File: config.mk
export PLATFORM = sky130hd
export DESIGN_NAME = dual_adc_reader
export DESIGN_NICKNAME = d
export VERILOG_FILES = /design/src/common/spi_pkg.sv /design/src/spi_master/spi_master.sv /design/src/design/spi_frame_reader.sv /design/src/design/sample_pair_merge.sv /design/src/design/dual_adc_reader.sv
export VERILOG_INCLUDE_DIRS = /design/src /design/src/common
export SDC_FILE = /design/constraint.sdc
export NUM_CORES = 1
export LEC_CHECK = 0
export BUFFER_PORTS_ARGS = -buffer_cell sky130_fd_sc_hd__buf_2
export CAP_MARGIN = 25
export CORE_UTILIZATION = 45
export CTS_BUF_LIST = sky130_fd_sc_hd__clkbuf_8
export CTS_CLUSTER_DIAMETER = 40
export DETAILED_ROUTE_END_ITERATION = 7
export PLACE_DENSITY = 0.72
export SYNTH_ARGS = -nofsm -noshare
export SYNTH_HDL_FRONTEND = slang
export SYNTH_HIERARCHICAL = 1
export SYNTH_SLANG_ARGS = --single-unit
File: constraint.sdc
create_clock -name sys_clk -period 2.4 [get_ports sys_clk]
set_input_delay 0.24 -clock sys_clk [delete_from_list [all_inputs] [get_ports sys_clk]]
set_output_delay 0.24 -clock sys_clk [all_outputs]
set_load 0.01 [all_outputs]
File: src/common/spi_cfg.svh
`ifndef SPI_CFG_SVH
`define SPI_CFG_SVH

////////////////////////////////////////////////////////////////////////////
// Frame and sample sizing
////////////////////////////////////////////////////////////////////////////

// Command byte plus two read bytes
`define SPI_FRAME_BYTES 3

// Half-period divider width
`define SPI_DIV_W 16

// One ADC sample, built from the two read bytes
`define SPI_SAMPLE_W 16

`endif

File: src/common/spi_pkg.sv
`include "spi_cfg.svh"

package spi_pkg;

	////////////////////////////////////////////////////////////////////////////
	// Bus level types
	////////////////////////////////////////////////////////////////////////////

	// Clock polarity and phase, shared by both channels
	typedef struct packed {
		logic cpol;
		logic cpha;
	} spi_mode_t;

	// Outgoing pins of one SPI bus; miso comes back separately
	typedef struct packed {
		logic cs_n;
		logic dclk;
		logic mosi;
	} spi_bus_t;

	////////////////////////////////////////////////////////////////////////////
	// Sample types
	////////////////////////////////////////////////////////////////////////////

	// Valid is a single-cycle pulse at the end of a frame
	typedef struct packed {
		logic [`SPI_SAMPLE_W-1:0] data;
		logic                     valid;
	} chan_sample_t;

	typedef struct packed {
		logic [7:0]               tag;
		logic [`SPI_SAMPLE_W-1:0] ch0;
		logic [`SPI_SAMPLE_W-1:0] ch1;
	} sample_pair_t;

endpackage

File: src/spi_master/spi_master.sv
`include "spi_cfg.svh"

module spi_master
(
	input  logic                  sys_clk,
	input  logic                  rst,
	input  spi_pkg::spi_mode_t    mode,
	input  logic [`SPI_DIV_W-1:0] clk_div,
	input  logic                  wr_req,
	input  logic [7:0]            data_in,
	input  logic                  miso,
	output logic                  wr_ack,
	output logic [7:0]            data_out,
	output logic                  dclk,
	output logic                  mosi
);

	typedef enum logic [2:0] {
		ST_IDLE      = 3'd0,
		ST_EDGE      = 3'd1,
		ST_HALF_WAIT = 3'd2,
		ST_ACK       = 3'd3,
		ST_LAST_HALF = 3'd4,
		ST_ACK_WAIT  = 3'd5
	} state_t;

	state_t                state;
	state_t                next_state;
	logic                  dclk_q;
	logic [7:0]            mosi_shift;
	logic [7:0]            miso_shift;
	logic [`SPI_DIV_W-1:0] clk_cnt;
	logic [4:0]            edge_cnt;
	logic                  half_done;
	logic                  tx_shift_en;
	logic                  rx_shift_en;

	assign mosi     = mosi_shift[7];
	assign dclk     = dclk_q;
	assign data_out = miso_shift;
	assign wr_ack   = (state == ST_ACK);

	assign half_done = (clk_cnt == clk_div);

	// Edge numbering is 1-based, so edge_cnt even means an odd edge
	// cpha 0 samples on odd edges and shifts on even ones, cpha 1 the reverse
	assign rx_shift_en = mode.cpha ? edge_cnt[0] : ~edge_cnt[0];
	assign tx_shift_en = mode.cpha ? (edge_cnt != 5'd0 && !edge_cnt[0]) : edge_cnt[0];

	////////////////////////////////////////////////////////////////////////////
	// Byte FSM
	////////////////////////////////////////////////////////////////////////////

	always_ff @(posedge sys_clk or posedge rst)
	begin
		if (rst)
			state <= ST_IDLE;
		else
			state <= next_state;
	end

	always_comb
	begin
		next_state = state;
		case (state)
			ST_IDLE:
				if (wr_req)
					next_state = ST_HALF_WAIT;
			// Half a dclk period between edges
			ST_HALF_WAIT:
				if (half_done)
					next_state = ST_EDGE;
			// 16 edges make one byte
			ST_EDGE:
				if (edge_cnt == 5'd15)
					next_state = ST_LAST_HALF;
				else
					next_state = ST_HALF_WAIT;
			ST_LAST_HALF:
				if (half_done)
					next_state = ST_ACK;
			ST_ACK:
				next_state = ST_ACK_WAIT;
			// One spare cycle so the requester can drop wr_req
			ST_ACK_WAIT:
				next_state = ST_IDLE;
			default:
				next_state = ST_IDLE;
		endcase
	end

	////////////////////////////////////////////////////////////////////////////
	// Clock generation
	////////////////////////////////////////////////////////////////////////////

	// Idle level follows cpol
	always_ff @(posedge sys_clk or posedge rst)
	begin
		if (rst)
			dclk_q <= 1'b0;
		else if (state == ST_IDLE)
			dclk_q <= mode.cpol;
		else if (state == ST_EDGE)
			dclk_q <= ~dclk_q;
	end

	always_ff @(posedge sys_clk or posedge rst)
	begin
		if (rst)
			clk_cnt <= '0;
		else if (state == ST_HALF_WAIT || state == ST_LAST_HALF)
			clk_cnt <= clk_cnt + 1'b1;
		else
			clk_cnt <= '0;
	end

	always_ff @(posedge sys_clk or posedge rst)
	begin
		if (rst)
			edge_cnt <= 5'd0;
		else if (state == ST_EDGE)
			edge_cnt <= edge_cnt + 5'd1;
		else if (state == ST_IDLE)
			edge_cnt <= 5'd0;
	end

	////////////////////////////////////////////////////////////////////////////
	// Data shifters, MSB first
	////////////////////////////////////////////////////////////////////////////

	always_ff @(posedge sys_clk or posedge rst)
	begin
		if (rst)
			mosi_shift <= 8'd0;
		else if (state == ST_IDLE && wr_req)
			mosi_shift <= data_in;
		else if (state == ST_EDGE && tx_shift_en)
			mosi_shift <= {mosi_shift[6:0], mosi_shift[7]};
	end

	always_ff @(posedge sys_clk or posedge rst)
	begin
		if (rst)
			miso_shift <= 8'd0;
		else if (state == ST_IDLE && wr_req)
			miso_shift <= 8'd0;
		else if (state == ST_EDGE && rx_shift_en)
			miso_shift <= {miso_shift[6:0], miso};
	end

endmodule

File: src/design/spi_frame_reader.sv
`include "spi_cfg.svh"

module spi_frame_reader
(
	input  logic                  sys_clk,
	input  logic                  rst,
	input  logic                  start,
	input  spi_pkg::spi_mode_t    mode,
	input  logic [7:0]            cmd,
	input  logic [`SPI_DIV_W-1:0] clk_div,
	input  logic                  miso,
	output spi_pkg::spi_bus_t     bus,
	output spi_pkg::chan_sample_t sample
);

	localparam int CNT_W = $clog2(`SPI_FRAME_BYTES + 1);

	typedef enum logic [1:0] {
		ST_IDLE,
		ST_XFER,
		ST_NEXT
	} state_t;

	state_t                   state;
	logic                     cs_n;
	logic                     wr_req;
	logic                     wr_ack;
	logic [7:0]               tx_byte;
	logic [7:0]               rx_byte;
	logic [CNT_W-1:0]         byte_cnt;
	logic                     last_byte;
	logic [`SPI_SAMPLE_W-1:0] assembly;
	logic                     sample_valid;
	logic                     m_dclk;
	logic                     m_mosi;

	assign last_byte = (byte_cnt == CNT_W'(`SPI_FRAME_BYTES - 1));

	assign bus    = '{cs_n: cs_n, dclk: m_dclk, mosi: m_mosi};
	assign sample = '{data: assembly, valid: sample_valid};

	////////////////////////////////////////////////////////////////////////////
	// Frame sequencing
	////////////////////////////////////////////////////////////////////////////

	always_ff @(posedge sys_clk or posedge rst)
	begin
		if (rst)
		begin
			state        <= ST_IDLE;
			cs_n         <= 1'b1;
			wr_req       <= 1'b0;
			byte_cnt     <= '0;
			sample_valid <= 1'b0;
		end
		else
		begin
			sample_valid <= 1'b0;
			case (state)
				ST_IDLE:
					if (start)
					begin
						cs_n     <= 1'b0;
						wr_req   <= 1'b1;
						byte_cnt <= '0;
						state    <= ST_XFER;
					end
				ST_XFER:
					if (wr_ack)
					begin
						wr_req   <= 1'b0;
						byte_cnt <= byte_cnt + 1'b1;
						if (last_byte)
						begin
							cs_n         <= 1'b1;
							sample_valid <= 1'b1;
							state        <= ST_IDLE;
						end
						else
							state <= ST_NEXT;
					end
				// Master sits in its ack wait here, request goes up again
				ST_NEXT:
				begin
					wr_req <= 1'b1;
					state  <= ST_XFER;
				end
				default:
					state <= ST_IDLE;
			endcase
		end
	end

	// Command first, then zero filler bytes
	always_ff @(posedge sys_clk)
	begin
		if (state == ST_IDLE && start)
			tx_byte <= cmd;
		else if (state == ST_NEXT)
			tx_byte <= 8'd0;
	end

	// The command-phase byte falls out of the top after three shifts
	always_ff @(posedge sys_clk)
	begin
		if (state == ST_XFER && wr_ack)
			assembly <= {assembly[`SPI_SAMPLE_W-9:0], rx_byte};
	end

	spi_master spi_master_i
	(
		.sys_clk  (sys_clk),
		.rst      (rst),
		.mode     (mode),
		.clk_div  (clk_div),
		.wr_req   (wr_req),
		.data_in  (tx_byte),
		.miso     (miso),
		.wr_ack   (wr_ack),
		.data_out (rx_byte),
		.dclk     (m_dclk),
		.mosi     (m_mosi)
	);

endmodule

File: src/design/sample_pair_merge.sv
`include "spi_cfg.svh"

module sample_pair_merge
(
	input  logic                  sys_clk,
	input  logic                  rst,
	input  logic                  start,
	input  spi_pkg::chan_sample_t ch0,
	input  spi_pkg::chan_sample_t ch1,
	output spi_pkg::sample_pair_t pair,
	output logic                  pair_valid,
	output logic                  busy
);

	logic                     got0;
	logic                     got1;
	logic [`SPI_SAMPLE_W-1:0] hold0;
	logic [`SPI_SAMPLE_W-1:0] hold1;
	logic [`SPI_SAMPLE_W-1:0] sel0;
	logic [`SPI_SAMPLE_W-1:0] sel1;
	logic [7:0]               tag;
	logic                     fire;

	// A sample arriving this cycle counts as already captured
	assign fire = busy & (got0 | ch0.valid) & (got1 | ch1.valid);
	assign sel0 = ch0.valid ? ch0.data : hold0;
	assign sel1 = ch1.valid ? ch1.data : hold1;

	////////////////////////////////////////////////////////////////////////////
	// Capture flags, busy and tag
	////////////////////////////////////////////////////////////////////////////

	always_ff @(posedge sys_clk or posedge rst)
	begin
		if (rst)
		begin
			busy       <= 1'b0;
			got0       <= 1'b0;
			got1       <= 1'b0;
			pair_valid <= 1'b0;
			tag        <= 8'd0;
		end
		else
		begin
			pair_valid <= fire;
			if (start)
			begin
				busy <= 1'b1;
				got0 <= 1'b0;
				got1 <= 1'b0;
			end
			else
			begin
				if (fire)
				begin
					got0 <= 1'b0;
					got1 <= 1'b0;
					tag  <= tag + 8'd1;
				end
				else
				begin
					if (ch0.valid)
						got0 <= 1'b1;
					if (ch1.valid)
						got1 <= 1'b1;
				end
				// Drop one cycle after the pair goes out
				if (pair_valid)
					busy <= 1'b0;
			end
		end
	end

	always_ff @(posedge sys_clk)
	begin
		if (ch0.valid)
			hold0 <= ch0.data;
		if (ch1.valid)
			hold1 <= ch1.data;
		if (fire)
			pair <= '{tag: tag, ch0: sel0, ch1: sel1};
	end

endmodule

File: src/design/dual_adc_reader.sv
`include "spi_cfg.svh"

module dual_adc_reader
(
	input  logic                  sys_clk,
	input  logic                  rst,
	input  logic                  start,
	input  spi_pkg::spi_mode_t    mode,
	input  logic [7:0]            cmd,
	input  logic [`SPI_DIV_W-1:0] div0,
	input  logic [`SPI_DIV_W-1:0] div1,
	input  logic                  miso0,
	input  logic                  miso1,
	output spi_pkg::spi_bus_t     bus0,
	output spi_pkg::spi_bus_t     bus1,
	output spi_pkg::sample_pair_t pair,
	output logic                  pair_valid,
	output logic                  busy
);

	spi_pkg::chan_sample_t sample0;
	spi_pkg::chan_sample_t sample1;
	logic                  go;

	// Start is dropped while a pair is in flight
	assign go = start & ~busy;

	spi_frame_reader reader0_i
	(
		.sys_clk (sys_clk),
		.rst     (rst),
		.start   (go),
		.mode    (mode),
		.cmd     (cmd),
		.clk_div (div0),
		.miso    (miso0),
		.bus     (bus0),
		.sample  (sample0)
	);

	spi_frame_reader reader1_i
	(
		.sys_clk (sys_clk),
		.rst     (rst),
		.start   (go),
		.mode    (mode),
		.cmd     (cmd),
		.clk_div (div1),
		.miso    (miso1),
		.bus     (bus1),
		.sample  (sample1)
	);

	sample_pair_merge merge_i
	(
		.sys_clk    (sys_clk),
		.rst        (rst),
		.start      (go),
		.ch0        (sample0),
		.ch1        (sample1),
		.pair       (pair),
		.pair_valid (pair_valid),
		.busy       (busy)
	);

endmodule

==> summary.txt <==
Status
  • Status: complete, no violations

Route
  • Detail Route Antenna Nets: 0
  • Via density: 4.98
  • DR vias: 5719
  • DRC viols: 0
  • Total routed wirelength: 15700 µm
  • Routed length per instance: 13.7 µm
  • First-pass DRT Iterations: 4
  • First-iteration detailed-routing DRC count: 240

Logic synthesis
  • Yosys top cell by area: dfrtp_1
  • Most instantiated library cell after synthesis: dfrtp_1
  • Synth area leaders: dfrtp_1 (28%), edfxtp_1 (28%), dfxtp_1 (6.7%)
  • Syn_area_per_cell: 13.1 µm²
  • Mapped Area: 9510 µm²
  • Syn nets: 782
  • Most common library cells after synthesis: dfrtp_1 (106), edfxtp_1 (88), nand2_1 (45), nor2_1 (40), nand3_1 (39)
  • Async SR Flop Fraction: 47.4%
  • Yosys cell types: 67
  • Yosys top cell area share: 27.9%
  • Yosys warning count: 6
  • Synth Register Bits: 228
  • Number of synthesized flops with an enable pin: 88
  • Cells after Synth: 724
  • Dominant synthesized flop cell: dfrtp_1
  • Register area share after synthesis: 63.0%

Timing
  • Fin crit period: 1.90 ns
  • Fin. max-slew vios: 0
  • RSZ-0062 raised after global routing: false
  • Max Clock Skew: 0.0263 ns
  • Crit path setup slack, layout: 0.501 ns
  • Maximum clock rate: 0.527 GHz
  • Final critical-path share of the clock period: 79.1%
  • Final hold vios: 0
  • Max-slew headroom: 64.8%
  • Hold_ws: 0.0358 ns
  • Setup TNS: 0 ns
  • Endpoints failing setup: 0
  • Worst-Margin Slew: 0.528 ns

Global routing
  • Total GRT Usage: 15.1%
  • Initial antenna violation count: 0
  • Vias in the first global route: 5633
  • Global route overflow: 0
  • Global-route wire length before repair: 26700 µm
  • Largest net degree at the start of global routing: 42

Finish
  • Area of the multi-input gates: 3210 µm²
  • N_diodes: 0
  • Fill count: 1725
  • P&R area growth vs syn: 16.8%
  • Nets: 906
  • Final Non-Filler Cells: 1149
  • Reg area: 5990 µm²
  • Share of cells above drive strength 1: 27.3%

Hold path
  • Hold Path End: reader1_i/tx_byte[2]
  • HP Start: cmd[2]
  • Hold depth: 2
  • Worst hold path type: primary input to register

Clocking
  • Post-CTS Setup Inserts: 0
  • Post-CTS Hold Fix Bufs: 9
  • CTS Root Cell: clkbuf_8
  • CTS tree: yes
  • Clk_lat worst skew: 0.52 ns
  • H-tree Lvls: 2
  • Total CTS buffers: 40
  • Post_cts resized: 0
  • CTS clock-pin slew for the worst setup and hold paths: 0.06 ns
  • Clock Sink Count: 228
  • Clk buf depth: 3

Die
  • Core area: 20500 µm²
  • Die height: 147 µm
  • Starting Density: 46.4%
  • Die ar.: 21700 µm²
  • Number of rows in the core area: 52
  • # IOs: 95
  • DIE WIDTH: 147 µm

Place
  • Dpl hpwl: 10400 µm
  • Gpl congestion: 0.812
  • Pre-CTS setup slack: 0.509 ns
  • IO Port Bufs: 94
  • Placed cell count: 1067

Critical path
  • Worst endpoint required time: 2.82 ns
  • Element type at the critical path end: register
  • Reg2reg start: reader1_i/spi_master_i/clk_cnt[0]
  • Flop-to-flop setup slack: 0.50 ns
  • Reg2reg path depth: 5
  • Worst R2R End: reader1_i/spi_master_i/clk_cnt[14]
  • Critical Path Source Type: register
  • CP arrival: 2.32 ns
  • CP Max Fanout: 6
  • Crit path kind: register to register

Power and ir drop
  • Leakage power: 4.89 nW
  • Power per standard cell area: 817 nW/µm²
  • Peak supply drop: 0.000386 V

Job
  • Max Cap Violations: 0
power breakdown:
part	internal, mW	switching [mW]
registers	4.28	0.320
clock network	2.05	1.49
logic	0.454	0.479
total	6.78	2.28
state kept, by name (all words and copies together) (netlist names), 3 cells and up:
register	flops
reader0_i/spi_master_i/edge_cnt	5
reader0_i/assembly	16
reader1_i/spi_master_i/data_out	8
reader1_i/assembly	16
merge_i/hold0	16
reader0_i/spi_master_i/data_out	8
reader1_i/spi_master_i/mosi_shift	8
reader0_i/spi_master_i/state	3
merge_i/pair	40
reader1_i/spi_master_i/clk_cnt	16
reader1_i/tx_byte	8
reader0_i/spi_master_i/mosi_shift	8
reader0_i/spi_master_i/clk_cnt	16
reader1_i/spi_master_i/state	3
merge_i/tag	8
merge_i/hold1	16
reader0_i/tx_byte	8
reader1_i/spi_master_i/edge_cnt	5
cell type report:
type	count	share of cell area, %
repair buffers	115	5.86
flip-flops and latches	228	53.9
multi-input cells	438	28.9
inverters	25	0.845
clock buffers	45	5.58
well taps	270	3.04
clock inverters	28	1.81
critical path, stage by stage (launching register included):
cell and delay, ns:
dfrtp_1 0.44, ha_1 0.29, inv_1 0.07, or4_4 0.55
or3_1 0.31, a21oi_1 0.15
stage by stage:
stage	area (µm²)	util, %	power [mW]
2_1_floorplan	9510	-	5.39
3_5_place_dp	10200	49.7	5.59
4_1_cts	11100	54.2	9.20
6_report	11100	54.2	9.07
3_3_place_gp	10200	49.7	5.57
5_1_grt	11100	54.2	9.55
kinds of logic (layout without fill, tap and decap cells):
logic type	Yosys count	in the layout	share of synthesized area [%]
multiplexers	35	35	4.17
adder cells (fa/ha/maj)	11	11	1.45
AO/OA/AOI/OAI	91	91	7.60
XOR/XNOR	66	66	6.08
AND/OR/NAND/NOR	235	235	14.5
buffers and inverters	58	213	3.22
flip-flops	228	228	63.0
cell usage in the layout, fill, tap and decap left out, types with 4 or more instances in the layout:
master,instances
nor2b_1,7
and3_2,4
a22o_1,18
and3_1,4
xor2_1,37
nand3_1,39
nor3_1,8
ha_1,11
edfxtp_1,88
and4bb_2,4
a21oi_1,5
nor4_1,9
buf_4,12
clkinv_1,5
dlygate4sd3_1,9
nand4_1,13
a211o_1,4
dfrtp_1,106
xnor2_1,29
nand3b_1,6
and2_1,19
buf_2,94
o21ai_0,25
nor3b_4,4
a21o_1,19
nand2_1,45
clkinv_2,8
inv_1,36
nor2_1,40
mux2_2,33
or3_1,5
clkbuf_8,45
dfxtp_1,32
layer usage:
layer,share of wire (%),vias up,global-route usage [%]
li1,-,2833,-
met5,0,-,0
met4,1.8,0,5.98
met1,48,2744,20.7
met2,46,118,23.4
met3,4.2,24,3.35
how the worst max path moves through the flow:
stage	from	to	slack, ns	depth (start not counted)
finish	reader1_i/spi_master_i/clk_cnt[0]	reader1_i/spi_master_i/clk_cnt[14]	0.50	5
CTS	reader1_i/spi_master_i/clk_cnt[0]	reader1_i/spi_master_i/clk_cnt[14]	0.50	5
detailed placement	reader1_i/spi_master_i/clk_cnt[0]	reader1_i/spi_master_i/clk_cnt[14]	0.51	5
global placement	reader1_i/spi_master_i/clk_cnt[0]	reader1_i/spi_master_i/clk_cnt[12]	0.57	5
floorplan	reader1_i/spi_master_i/state[0]	reader1_i/assembly[0]	0.39	5
global route	reader1_i/spi_master_i/clk_cnt[0]	reader1_i/spi_master_i/clk_cnt[12]	0.39	5
Note: power is estimated with default switching activity, not from simulation.
